===== config.mk =====
export PLATFORM = sky130hd
export DESIGN_NAME = mem_stage_flat
export DESIGN_NICKNAME = d
export VERILOG_FILES = /design/src/mem_pkg.sv /design/src/mem_rw_if.sv /design/src/mem_stage.sv /design/src/store_lane_align.sv /design/src/flat_wrapper.sv
export VERILOG_INCLUDE_DIRS = /design/src
export SDC_FILE = /design/constraint.sdc
export NUM_CORES = 1
export LEC_CHECK = 0
export BUFFER_PORTS_ARGS = -buffer_cell sky130_fd_sc_hd__buf_2
export CORE_AREA = 10 10 280 282
export CTS_CLUSTER_SIZE = 20
export DETAILED_ROUTE_END_ITERATION = 6
export DIE_AREA = 0 0 290 292
export SYNTH_ARGS = -nofsm -noshare
export SYNTH_HDL_FRONTEND = slang
export SYNTH_SLANG_ARGS = --single-unit
export TNS_END_PERCENT = 20

===== constraint.sdc =====
create_clock -name clk -period 7.4 [get_ports clk]
set_input_delay 2.22 -clock clk [delete_from_list [all_inputs] [get_ports clk]]
set_output_delay 2.22 -clock clk [all_outputs]
set_load 0.01 [all_outputs]

===== src/mem_cfg.svh =====
`ifndef MEM_CFG_SVH
`define MEM_CFG_SVH

// data and address width
`define XLEN 64

// 64-bit words in the data RAM
`define RAM_WORDS 256

// cycles from request valid to RAM ready
`define RAM_WAIT 2

`endif


===== src/mem_pkg.sv =====
`include "mem_cfg.svh"

package mem_pkg;

  typedef logic [`XLEN-1:0] xlen_t;
  typedef logic [4:0]       reg_addr_t;
  typedef logic [7:0]       byte_mask_t;

  typedef enum logic [3:0] {
    NONE = 4'd0,
    LB   = 4'd1,
    LH   = 4'd2,
    LW   = 4'd3,
    LD   = 4'd4,
    LBU  = 4'd5,
    LHU  = 4'd6,
    LWU  = 4'd7,
    SB   = 4'd8,
    SH   = 4'd9,
    SW   = 4'd10,
    SD   = 4'd11
  } mem_op_e;

  // access size in bytes: 1, 2, 4, 8
  typedef enum logic [1:0] {
    SIZE_B = 2'b00,
    SIZE_H = 2'b01,
    SIZE_W = 2'b10,
    SIZE_D = 2'b11
  } mem_size_e;

  typedef enum logic [1:0] {
    IDLE = 2'b00,
    ADDR = 2'b01,
    RETN = 2'b10
  } stage_state_e;

endpackage


===== src/mem_rw_if.sv =====
`timescale 1ns/1ps

interface mem_rw_if;
  import mem_pkg::*;

  logic      valid;
  logic      ready;
  logic      write;
  xlen_t     addr;
  xlen_t     wdata;
  xlen_t     rdata;
  mem_size_e size;

  // stage side
  modport master (
    output valid, write, addr, wdata, size,
    input  ready, rdata
  );

  // RAM side
  modport slave (
    input  valid, write, addr, wdata, size,
    output ready, rdata
  );

endinterface


===== src/mem_stage.sv =====
`timescale 1ns/1ps

module mem_stage (
  input  logic                clk,
  input  logic                rst,
  input  logic                ex_valid,
  input  mem_pkg::xlen_t      ex_pc,
  input  mem_pkg::mem_op_e    ex_op,
  input  mem_pkg::xlen_t      ex_addr,
  input  mem_pkg::xlen_t      ex_store_data,
  input  mem_pkg::reg_addr_t  ex_rd_addr,
  input  logic                ex_rd_we,
  output logic                mem_allowin,
  output logic                wb_valid,
  output mem_pkg::xlen_t      wb_pc,
  output mem_pkg::reg_addr_t  wb_rd_addr,
  output logic                wb_rd_we,
  output mem_pkg::xlen_t      wb_data,
  input  logic                wb_allowin,
  output mem_pkg::reg_addr_t  fwd_rd_addr,
  output logic                fwd_rd_we,
  output logic                fwd_is_load,
  output mem_pkg::xlen_t      fwd_data,
  output logic                trace_st_valid,
  output mem_pkg::xlen_t      trace_addr,
  output mem_pkg::xlen_t      trace_data,
  output mem_pkg::byte_mask_t trace_mask,
  mem_rw_if.master            mem
);
  import mem_pkg::*;

  logic         valid_q;
  mem_op_e      op_q;
  xlen_t        pc_q;
  xlen_t        addr_q;
  xlen_t        sdata_q;
  reg_addr_t    rd_addr_q;
  logic         rd_we_q;
  xlen_t        load_q;
  xlen_t        load_ext;
  xlen_t        wdata_masked;
  mem_size_e    size;
  stage_state_e state;
  stage_state_e state_nxt;
  logic         accept;
  logic         xfer;
  logic         ready_go;
  logic         is_load;
  logic         is_store;
  logic         ex_is_mem;

  function automatic logic op_is_load(mem_op_e op);
    return op inside {LB, LH, LW, LD, LBU, LHU, LWU};
  endfunction

  function automatic logic op_is_store(mem_op_e op);
    return op inside {SB, SH, SW, SD};
  endfunction

  function automatic mem_size_e op_size(mem_op_e op);
    case (op)
      LB, LBU, SB: return SIZE_B;
      LH, LHU, SH: return SIZE_H;
      LW, LWU, SW: return SIZE_W;
      default:     return SIZE_D;
    endcase
  endfunction

  assign accept    = ex_valid && mem_allowin;
  assign xfer      = mem.valid && mem.ready;
  assign is_load   = op_is_load(op_q);
  assign is_store  = op_is_store(op_q);
  assign ex_is_mem = op_is_load(ex_op) || op_is_store(ex_op);
  assign size      = op_size(op_q);

  // non-memory ops finish at once, memory ops once the response is back
  assign ready_go    = (state == RETN) || !(is_load || is_store);
  assign mem_allowin = !valid_q || (ready_go && wb_allowin);
  assign wb_valid    = valid_q && ready_go;

  always_ff @(posedge clk) begin
    if (rst) begin
      valid_q <= 1'b0;
      op_q    <= NONE;
      state   <= IDLE;
    end else begin
      state <= state_nxt;
      if (mem_allowin) begin
        valid_q <= ex_valid;
      end
      if (accept) begin
        op_q <= ex_op;
      end
    end
  end

  always_ff @(posedge clk) begin
    if (accept) begin
      pc_q      <= ex_pc;
      addr_q    <= ex_addr;
      sdata_q   <= ex_store_data;
      rd_addr_q <= ex_rd_addr;
      rd_we_q   <= ex_rd_we;
    end
    if (xfer) begin
      load_q <= load_ext;
    end
  end

  always_comb begin
    state_nxt = state;
    case (state)
      IDLE: begin
        if (accept && ex_is_mem) begin
          state_nxt = ADDR;
        end
      end
      ADDR: begin
        if (xfer) begin
          state_nxt = RETN;
        end
      end
      RETN: begin
        if (accept) begin
          state_nxt = ex_is_mem ? ADDR : IDLE;
        end
      end
      default: state_nxt = IDLE;
    endcase
  end

  always_comb begin
    case (size)
      SIZE_B:  wdata_masked = {56'b0, sdata_q[7:0]};
      SIZE_H:  wdata_masked = {48'b0, sdata_q[15:0]};
      SIZE_W:  wdata_masked = {32'b0, sdata_q[31:0]};
      default: wdata_masked = sdata_q;
    endcase
  end

  // RAM returns the addressed bytes in the low end
  always_comb begin
    case (op_q)
      LB:      load_ext = {{56{mem.rdata[7]}}, mem.rdata[7:0]};
      LH:      load_ext = {{48{mem.rdata[15]}}, mem.rdata[15:0]};
      LW:      load_ext = {{32{mem.rdata[31]}}, mem.rdata[31:0]};
      LBU:     load_ext = {56'b0, mem.rdata[7:0]};
      LHU:     load_ext = {48'b0, mem.rdata[15:0]};
      LWU:     load_ext = {32'b0, mem.rdata[31:0]};
      default: load_ext = mem.rdata;
    endcase
  end

  assign mem.valid = (state == ADDR);
  assign mem.write = is_store;
  assign mem.addr  = addr_q;
  assign mem.wdata = wdata_masked;
  assign mem.size  = size;

  assign wb_pc      = pc_q;
  assign wb_rd_addr = rd_addr_q;
  assign wb_rd_we   = rd_we_q;
  // address field doubles as the ALU result
  assign wb_data    = is_load ? load_q : addr_q;

  assign fwd_rd_addr = rd_addr_q;
  assign fwd_rd_we   = valid_q && rd_we_q;
  assign fwd_is_load = valid_q && is_load;
  assign fwd_data    = addr_q;

  // store commit trace
  assign trace_st_valid = wb_valid && is_store;
  assign trace_addr     = {addr_q[63:3], 3'b000};

  store_lane_align u_trace_align (
    .size      (size),
    .addr_low  (addr_q[2:0]),
    .data      (wdata_masked),
    .lane_data (trace_data),
    .lane_mask (trace_mask)
  );

endmodule


===== src/store_lane_align.sv =====
`timescale 1ns/1ps

module store_lane_align (
  input  mem_pkg::mem_size_e  size,
  input  logic [2:0]          addr_low,
  input  mem_pkg::xlen_t      data,
  output mem_pkg::xlen_t      lane_data,
  output mem_pkg::byte_mask_t lane_mask
);
  import mem_pkg::*;

  xlen_t      repl;
  byte_mask_t size_mask;

  // low bytes copied into every lane of the word
  always_comb begin
    case (size)
      SIZE_B: begin
        repl      = {8{data[7:0]}};
        size_mask = 8'b0000_0001;
      end
      SIZE_H: begin
        repl      = {4{data[15:0]}};
        size_mask = 8'b0000_0011;
      end
      SIZE_W: begin
        repl      = {2{data[31:0]}};
        size_mask = 8'b0000_1111;
      end
      default: begin
        repl      = data;
        size_mask = 8'b1111_1111;
      end
    endcase
  end

  assign lane_mask = size_mask << addr_low;

  // untouched lanes read as zero
  always_comb begin
    for (int i = 0; i < 8; i++) begin
      lane_data[8*i +: 8] = lane_mask[i] ? repl[8*i +: 8] : 8'h00;
    end
  end

endmodule

===== src/flat_wrapper.sv =====
// flat-port wrapper written by rule: the top's interface ports become plain ports
module mem_stage_flat import mem_pkg::*;
  (clk, rst, ex_valid, ex_pc, ex_op, ex_addr, ex_store_data, ex_rd_addr, ex_rd_we, mem_allowin, wb_valid, wb_pc, wb_rd_addr, wb_rd_we, wb_data, wb_allowin, fwd_rd_addr, fwd_rd_we, fwd_is_load, fwd_data, trace_st_valid, trace_addr, trace_data, trace_mask, mem_valid, mem_write, mem_addr, mem_wdata, mem_size, mem_ready, mem_rdata);
  mem_rw_if mem_i ();
  input  logic clk;
  input  logic rst;
  input  logic ex_valid;
  input  mem_pkg::xlen_t ex_pc;
  input  mem_pkg::mem_op_e ex_op;
  input  mem_pkg::xlen_t ex_addr;
  input  mem_pkg::xlen_t ex_store_data;
  input  mem_pkg::reg_addr_t ex_rd_addr;
  input  logic ex_rd_we;
  output logic mem_allowin;
  output logic wb_valid;
  output mem_pkg::xlen_t wb_pc;
  output mem_pkg::reg_addr_t wb_rd_addr;
  output logic wb_rd_we;
  output mem_pkg::xlen_t wb_data;
  input  logic wb_allowin;
  output mem_pkg::reg_addr_t fwd_rd_addr;
  output logic fwd_rd_we;
  output logic fwd_is_load;
  output mem_pkg::xlen_t fwd_data;
  output logic trace_st_valid;
  output mem_pkg::xlen_t trace_addr;
  output mem_pkg::xlen_t trace_data;
  output mem_pkg::byte_mask_t trace_mask;
  output wire logic [$bits(mem_i.valid)-1:0] mem_valid;
  output wire logic [$bits(mem_i.write)-1:0] mem_write;
  output wire logic [$bits(mem_i.addr)-1:0] mem_addr;
  output wire logic [$bits(mem_i.wdata)-1:0] mem_wdata;
  output wire logic [$bits(mem_i.size)-1:0] mem_size;
  input wire logic [$bits(mem_i.ready)-1:0] mem_ready;
  input wire logic [$bits(mem_i.rdata)-1:0] mem_rdata;
  assign mem_valid = mem_i.valid;
  assign mem_write = mem_i.write;
  assign mem_addr = mem_i.addr;
  assign mem_wdata = mem_i.wdata;
  assign mem_size = mem_i.size;
  assign mem_i.ready = mem_ready;
  assign mem_i.rdata = mem_rdata;
  mem_stage u_core (.clk(clk), .rst(rst), .ex_valid(ex_valid), .ex_pc(ex_pc), .ex_op(ex_op), .ex_addr(ex_addr), .ex_store_data(ex_store_data), .ex_rd_addr(ex_rd_addr), .ex_rd_we(ex_rd_we), .mem_allowin(mem_allowin), .wb_valid(wb_valid), .wb_pc(wb_pc), .wb_rd_addr(wb_rd_addr), .wb_rd_we(wb_rd_we), .wb_data(wb_data), .wb_allowin(wb_allowin), .fwd_rd_addr(fwd_rd_addr), .fwd_rd_we(fwd_rd_we), .fwd_is_load(fwd_is_load), .fwd_data(fwd_data), .trace_st_valid(trace_st_valid), .trace_addr(trace_addr), .trace_data(trace_data), .trace_mask(trace_mask), .mem(mem_i));
endmodule

==> results.py <==
metrics = {
    "status": {
        "status": "completed",
    },
    "setup_path": {
        "path_buf_inv": 2,
        "crit_arrival_ns": 2.89,
        "path_cells": "inv_1, o21ai_0, a221oi_2, a211oi_1, buf_2",
        "max_stage_delay_ns": 0.70,
        "crit_type": "reg -> out",
        "cp_max_fo": 20,
        "endpoint_kind": "output port",
        "worstSetupStartpointType": "flip-flop",
        "rrSetupSlack_ns": 4.76,
        "slowest_stage": "a221oi_2",
        "crit_family": "compound AO/OA/AOI/OAI gates",
        "worstPathRequired_ns": 5.18,
    },
    "synthesis": {
        "synth-seq-cells": 271,
        "synth-seq-area-share_pct": 65.4,
        "syn_inst": 881,
        "yosysTopAreaCell": "edfxtp_1",
        "synthDistinctLibCells": 42,
        "synth_area_um2": 12300,
        "ys.flop_type": "edfxtp_1",
        "synth_top_area_share_pct": 64.0,
        "ys_top_cells_by_area": "edfxtp_1, buf_4, mux2_2",
        "ys_warn_count": 0,
        "syn_area_per_cell_um2": 14.0,
        "async_flop_share_pct": 0,
        "synth_edf_count": 262,
    },
    "power": {
        "sw_frac_of_total_pct": 30.3,
        "p_comb_share_pct": 22.8,
        "power_leakage_nw": 7.66,
        "p_clk_share_pct": 34.6,
        "power.switching_mw": 1.38,
        "internal_power_mw": 3.18,
        "power_mw": 4.56,
        "ir_worst_vdd_mv": 0.173,
        "power_frac_seq_pct": 42.7,
        "p_per_area_nw_per_um2": 267,
    },
    "floorplanning": {
        "dieArea_um2": 84700,
        "die_y_um": 292,
        "fp-row-count": 99,
        "core_um2": 72600,
        "ios": 747,
        "initial_utilization_pct": 16.9,
        "die_x_um": 290,
    },
    "global_routing": {
        "grt_util_all_layers_pct": 12.2,
        "gr-max-usage-layer": "met2",
        "gr-total-overflow": 0,
        "met1_usage_pct": 12.5,
        "grtUsageMet3_pct": 5.35,
        "grt_max_degree": 114,
        "grt_pass1_vias": 10300,
        "use_met2_pct": 21.9,
        "grt_pass1_wl_mm": 76.1,
        "antenna_found_initial": 22,
    },
    "detailed_routing": {
        "drc": 0,
        "drtIter0Drc": 370,
        "drtPass1Iterations": 5,
        "detail_route.vias_per_cell": 3.83,
        "routed_wl_mm": 55.3,
        "routed-via-count": 9459,
        "wl_per_cell_um": 22.4,
        "drtAntennaViolNets": 0,
    },
    "cts": {
        "clk_latency_ns": 0.54,
        "cts_sinks": 271,
        "cts_hold_buf": 0,
        "cts.clk_slew.worst_paths_ns": 0.06,
        "post_cts_buffers": 0,
        "clk_path_buf_depth": 3,
        "cts_tree": "built",
        "cts-root-buf": "clkbuf_16",
        "postCtsResizedCells": 0,
        "cts_buffers": 34,
        "htree_levels": 2,
    },
    "sta": {
        "drv_slew": 0,
        "min_period_ns": 5.11,
        "period_share_pct": 69.1,
        "worst_pin_slew_ns": 1.05,
        "relSlewSlack_pct": 29.4,
        "final_hold_viol_count": 0,
        "setup-tns-final_ns": 0,
        "clock.fmax_ghz": 0.196,
        "final-setup-viol-count": 0,
        "fin_skew_ns": 0.0141,
        "rsz0062_at_grt": "no",
    },
    "placement": {
        "dp_hpwl_mm": 44.7,
        "dpl-instance-area_um2": 16000,
        "gp_congestion": 0.897,
        "numPortBuffers": 743,
    },
    "hold_path": {
        "hp-class": "reg -> reg",
    },
    "finish": {
        "drive_above_1_share_pct": 58.2,
        "nets": 1755,
        "final_area_um2": 17100,
        "fillers": 7833,
        "syn_to_final_growth_pct": 38.6,
    },
    "job": {
        "drv_cap": 0,
    },
}
==> cell usage after synthesis, drive strengths merged, types with 4 or more instances <==
cell type / count
edfxtp: 262
a21o: 58
inv: 22
and3: 24
and2: 37
nand3b: 4
mux2i: 14
a21oi: 30
nor2: 49
a211oi: 33
o21ai: 13
nor2b: 11
mux2: 65
dfxtp: 9
clkbuf: 22
nor3: 11
nand2: 30
buf: 165
nand2b: 5
==> area by class of cell <==
type / instances / area [um2] / area share [%]
diodes: 5 / 12.5 / 0.0734
clock buffers: 43 / 885 / 5.19
clock inverters: 14 / 138 / 0.807
inverters: 22 / 82.6 / 0.484
multi-input cells: 403 / 2860 / 16.8
flip-flops and latches: 271 / 8050 / 47.2
well taps: 959 / 1200 / 7.04
repair buffers: 752 / 3820 / 22.4
==> through the flow <==
step	cells	utilization (%)	setup slack [ns]	hold slack, ns
global placement	2407	22.1	2.30	0.597
CTS	2464	23.5	2.22	0.631
finish	2469	23.5	2.29	0.622
detailed placement	2407	22.1	2.31	0.621
floorplan	883	-	1.16	0.533
global route	2465	23.5	2.08	0.655
==> layout by cell type (no fill, tap or decap), types with 3 or more instances in the layout <==
cell       count
o21ai_0       11
mux2_2        64
nand2b_1       5
inv_1         22
buf_12         3
nor2_1        48
nand2_1       30
dfxtp_1        7
edfxtp_1     262
clkinv_1       5
clkbuf_1       9
and2_1        36
and3_1        24
a21o_1        58
buf_4          6
a211oi_1      32
mux2i_1       14
buf_2        743
conb_1         3
nor2b_1       11
clkbuf_16     34
diode_2        5
nor3_1        10
a21oi_1       30
==> path summary, 6_finish.rpt <==
check	start	endpoint	cells past startpoint
hold reg to reg	u_core.op_q[2]	u_core.op_q[2]	2
setup / recovery	u_core.mem.size[1]	trace_data[55]	5
hold / removal	u_core.op_q[2]	u_core.op_q[2]	2
setup reg to reg	u_core.op_q[0]	u_core.sdata_q[8]	4
==> tightest hold or removal path, cell delays in order (launching register included) <==
cell,delay (ns)
dfxtp_1,0.41
nand2_1,0.10
mux2i_1,0.06
==> state kept, by name, indices dropped and copies added, names as in the netlist <==
| name | cells |
|---|---|
| u_core.fwd_data | 64 |
| u_core.load_q | 64 |
| u_core.sdata_q | 64 |
| u_core.wb_pc | 64 |
| u_core.fwd_rd_addr | 5 |
| u_core.op_q | 4 |
| u_core.mem.size | 2 |
| u_core.state | 2 |
| u_core.valid_q | 1 |
| u_core.wb_rd_we | 1 |
==> power groups by stage <==
stage / clock (mW) / sequential [mW] / combinational [mW]
detailed placement: 0 / 1.98 / 1.07
global placement: 0 / 1.97 / 1.06
CTS: 1.65 / 1.94 / 1.07
global route: 1.70 / 1.96 / 1.13
finish: 1.57 / 1.94 / 1.04
floorplan: 0 / 1.97 / 0.593
==> kinds of logic after synthesis <==
logic type             Yosys count  share of synthesized area, %
flip-flops                     271                          65.4
multiplexers                    79                          7.12
other                            1                        0.0305
AO/OA/AOI/OAI                  144                          8.33
buffers and inverters          209                          11.5
XOR/XNOR                         1                        0.0712
AND/OR/NAND/NOR                176                          7.50
==> routing by layer <==
layer	vias to the layer above	routed length [um]
li1	4269	-
met1	4520	19900
met2	540	28100
met3	102	5530
met4	28	1560
met5	-	180
(Power assumes the default switching activity.)
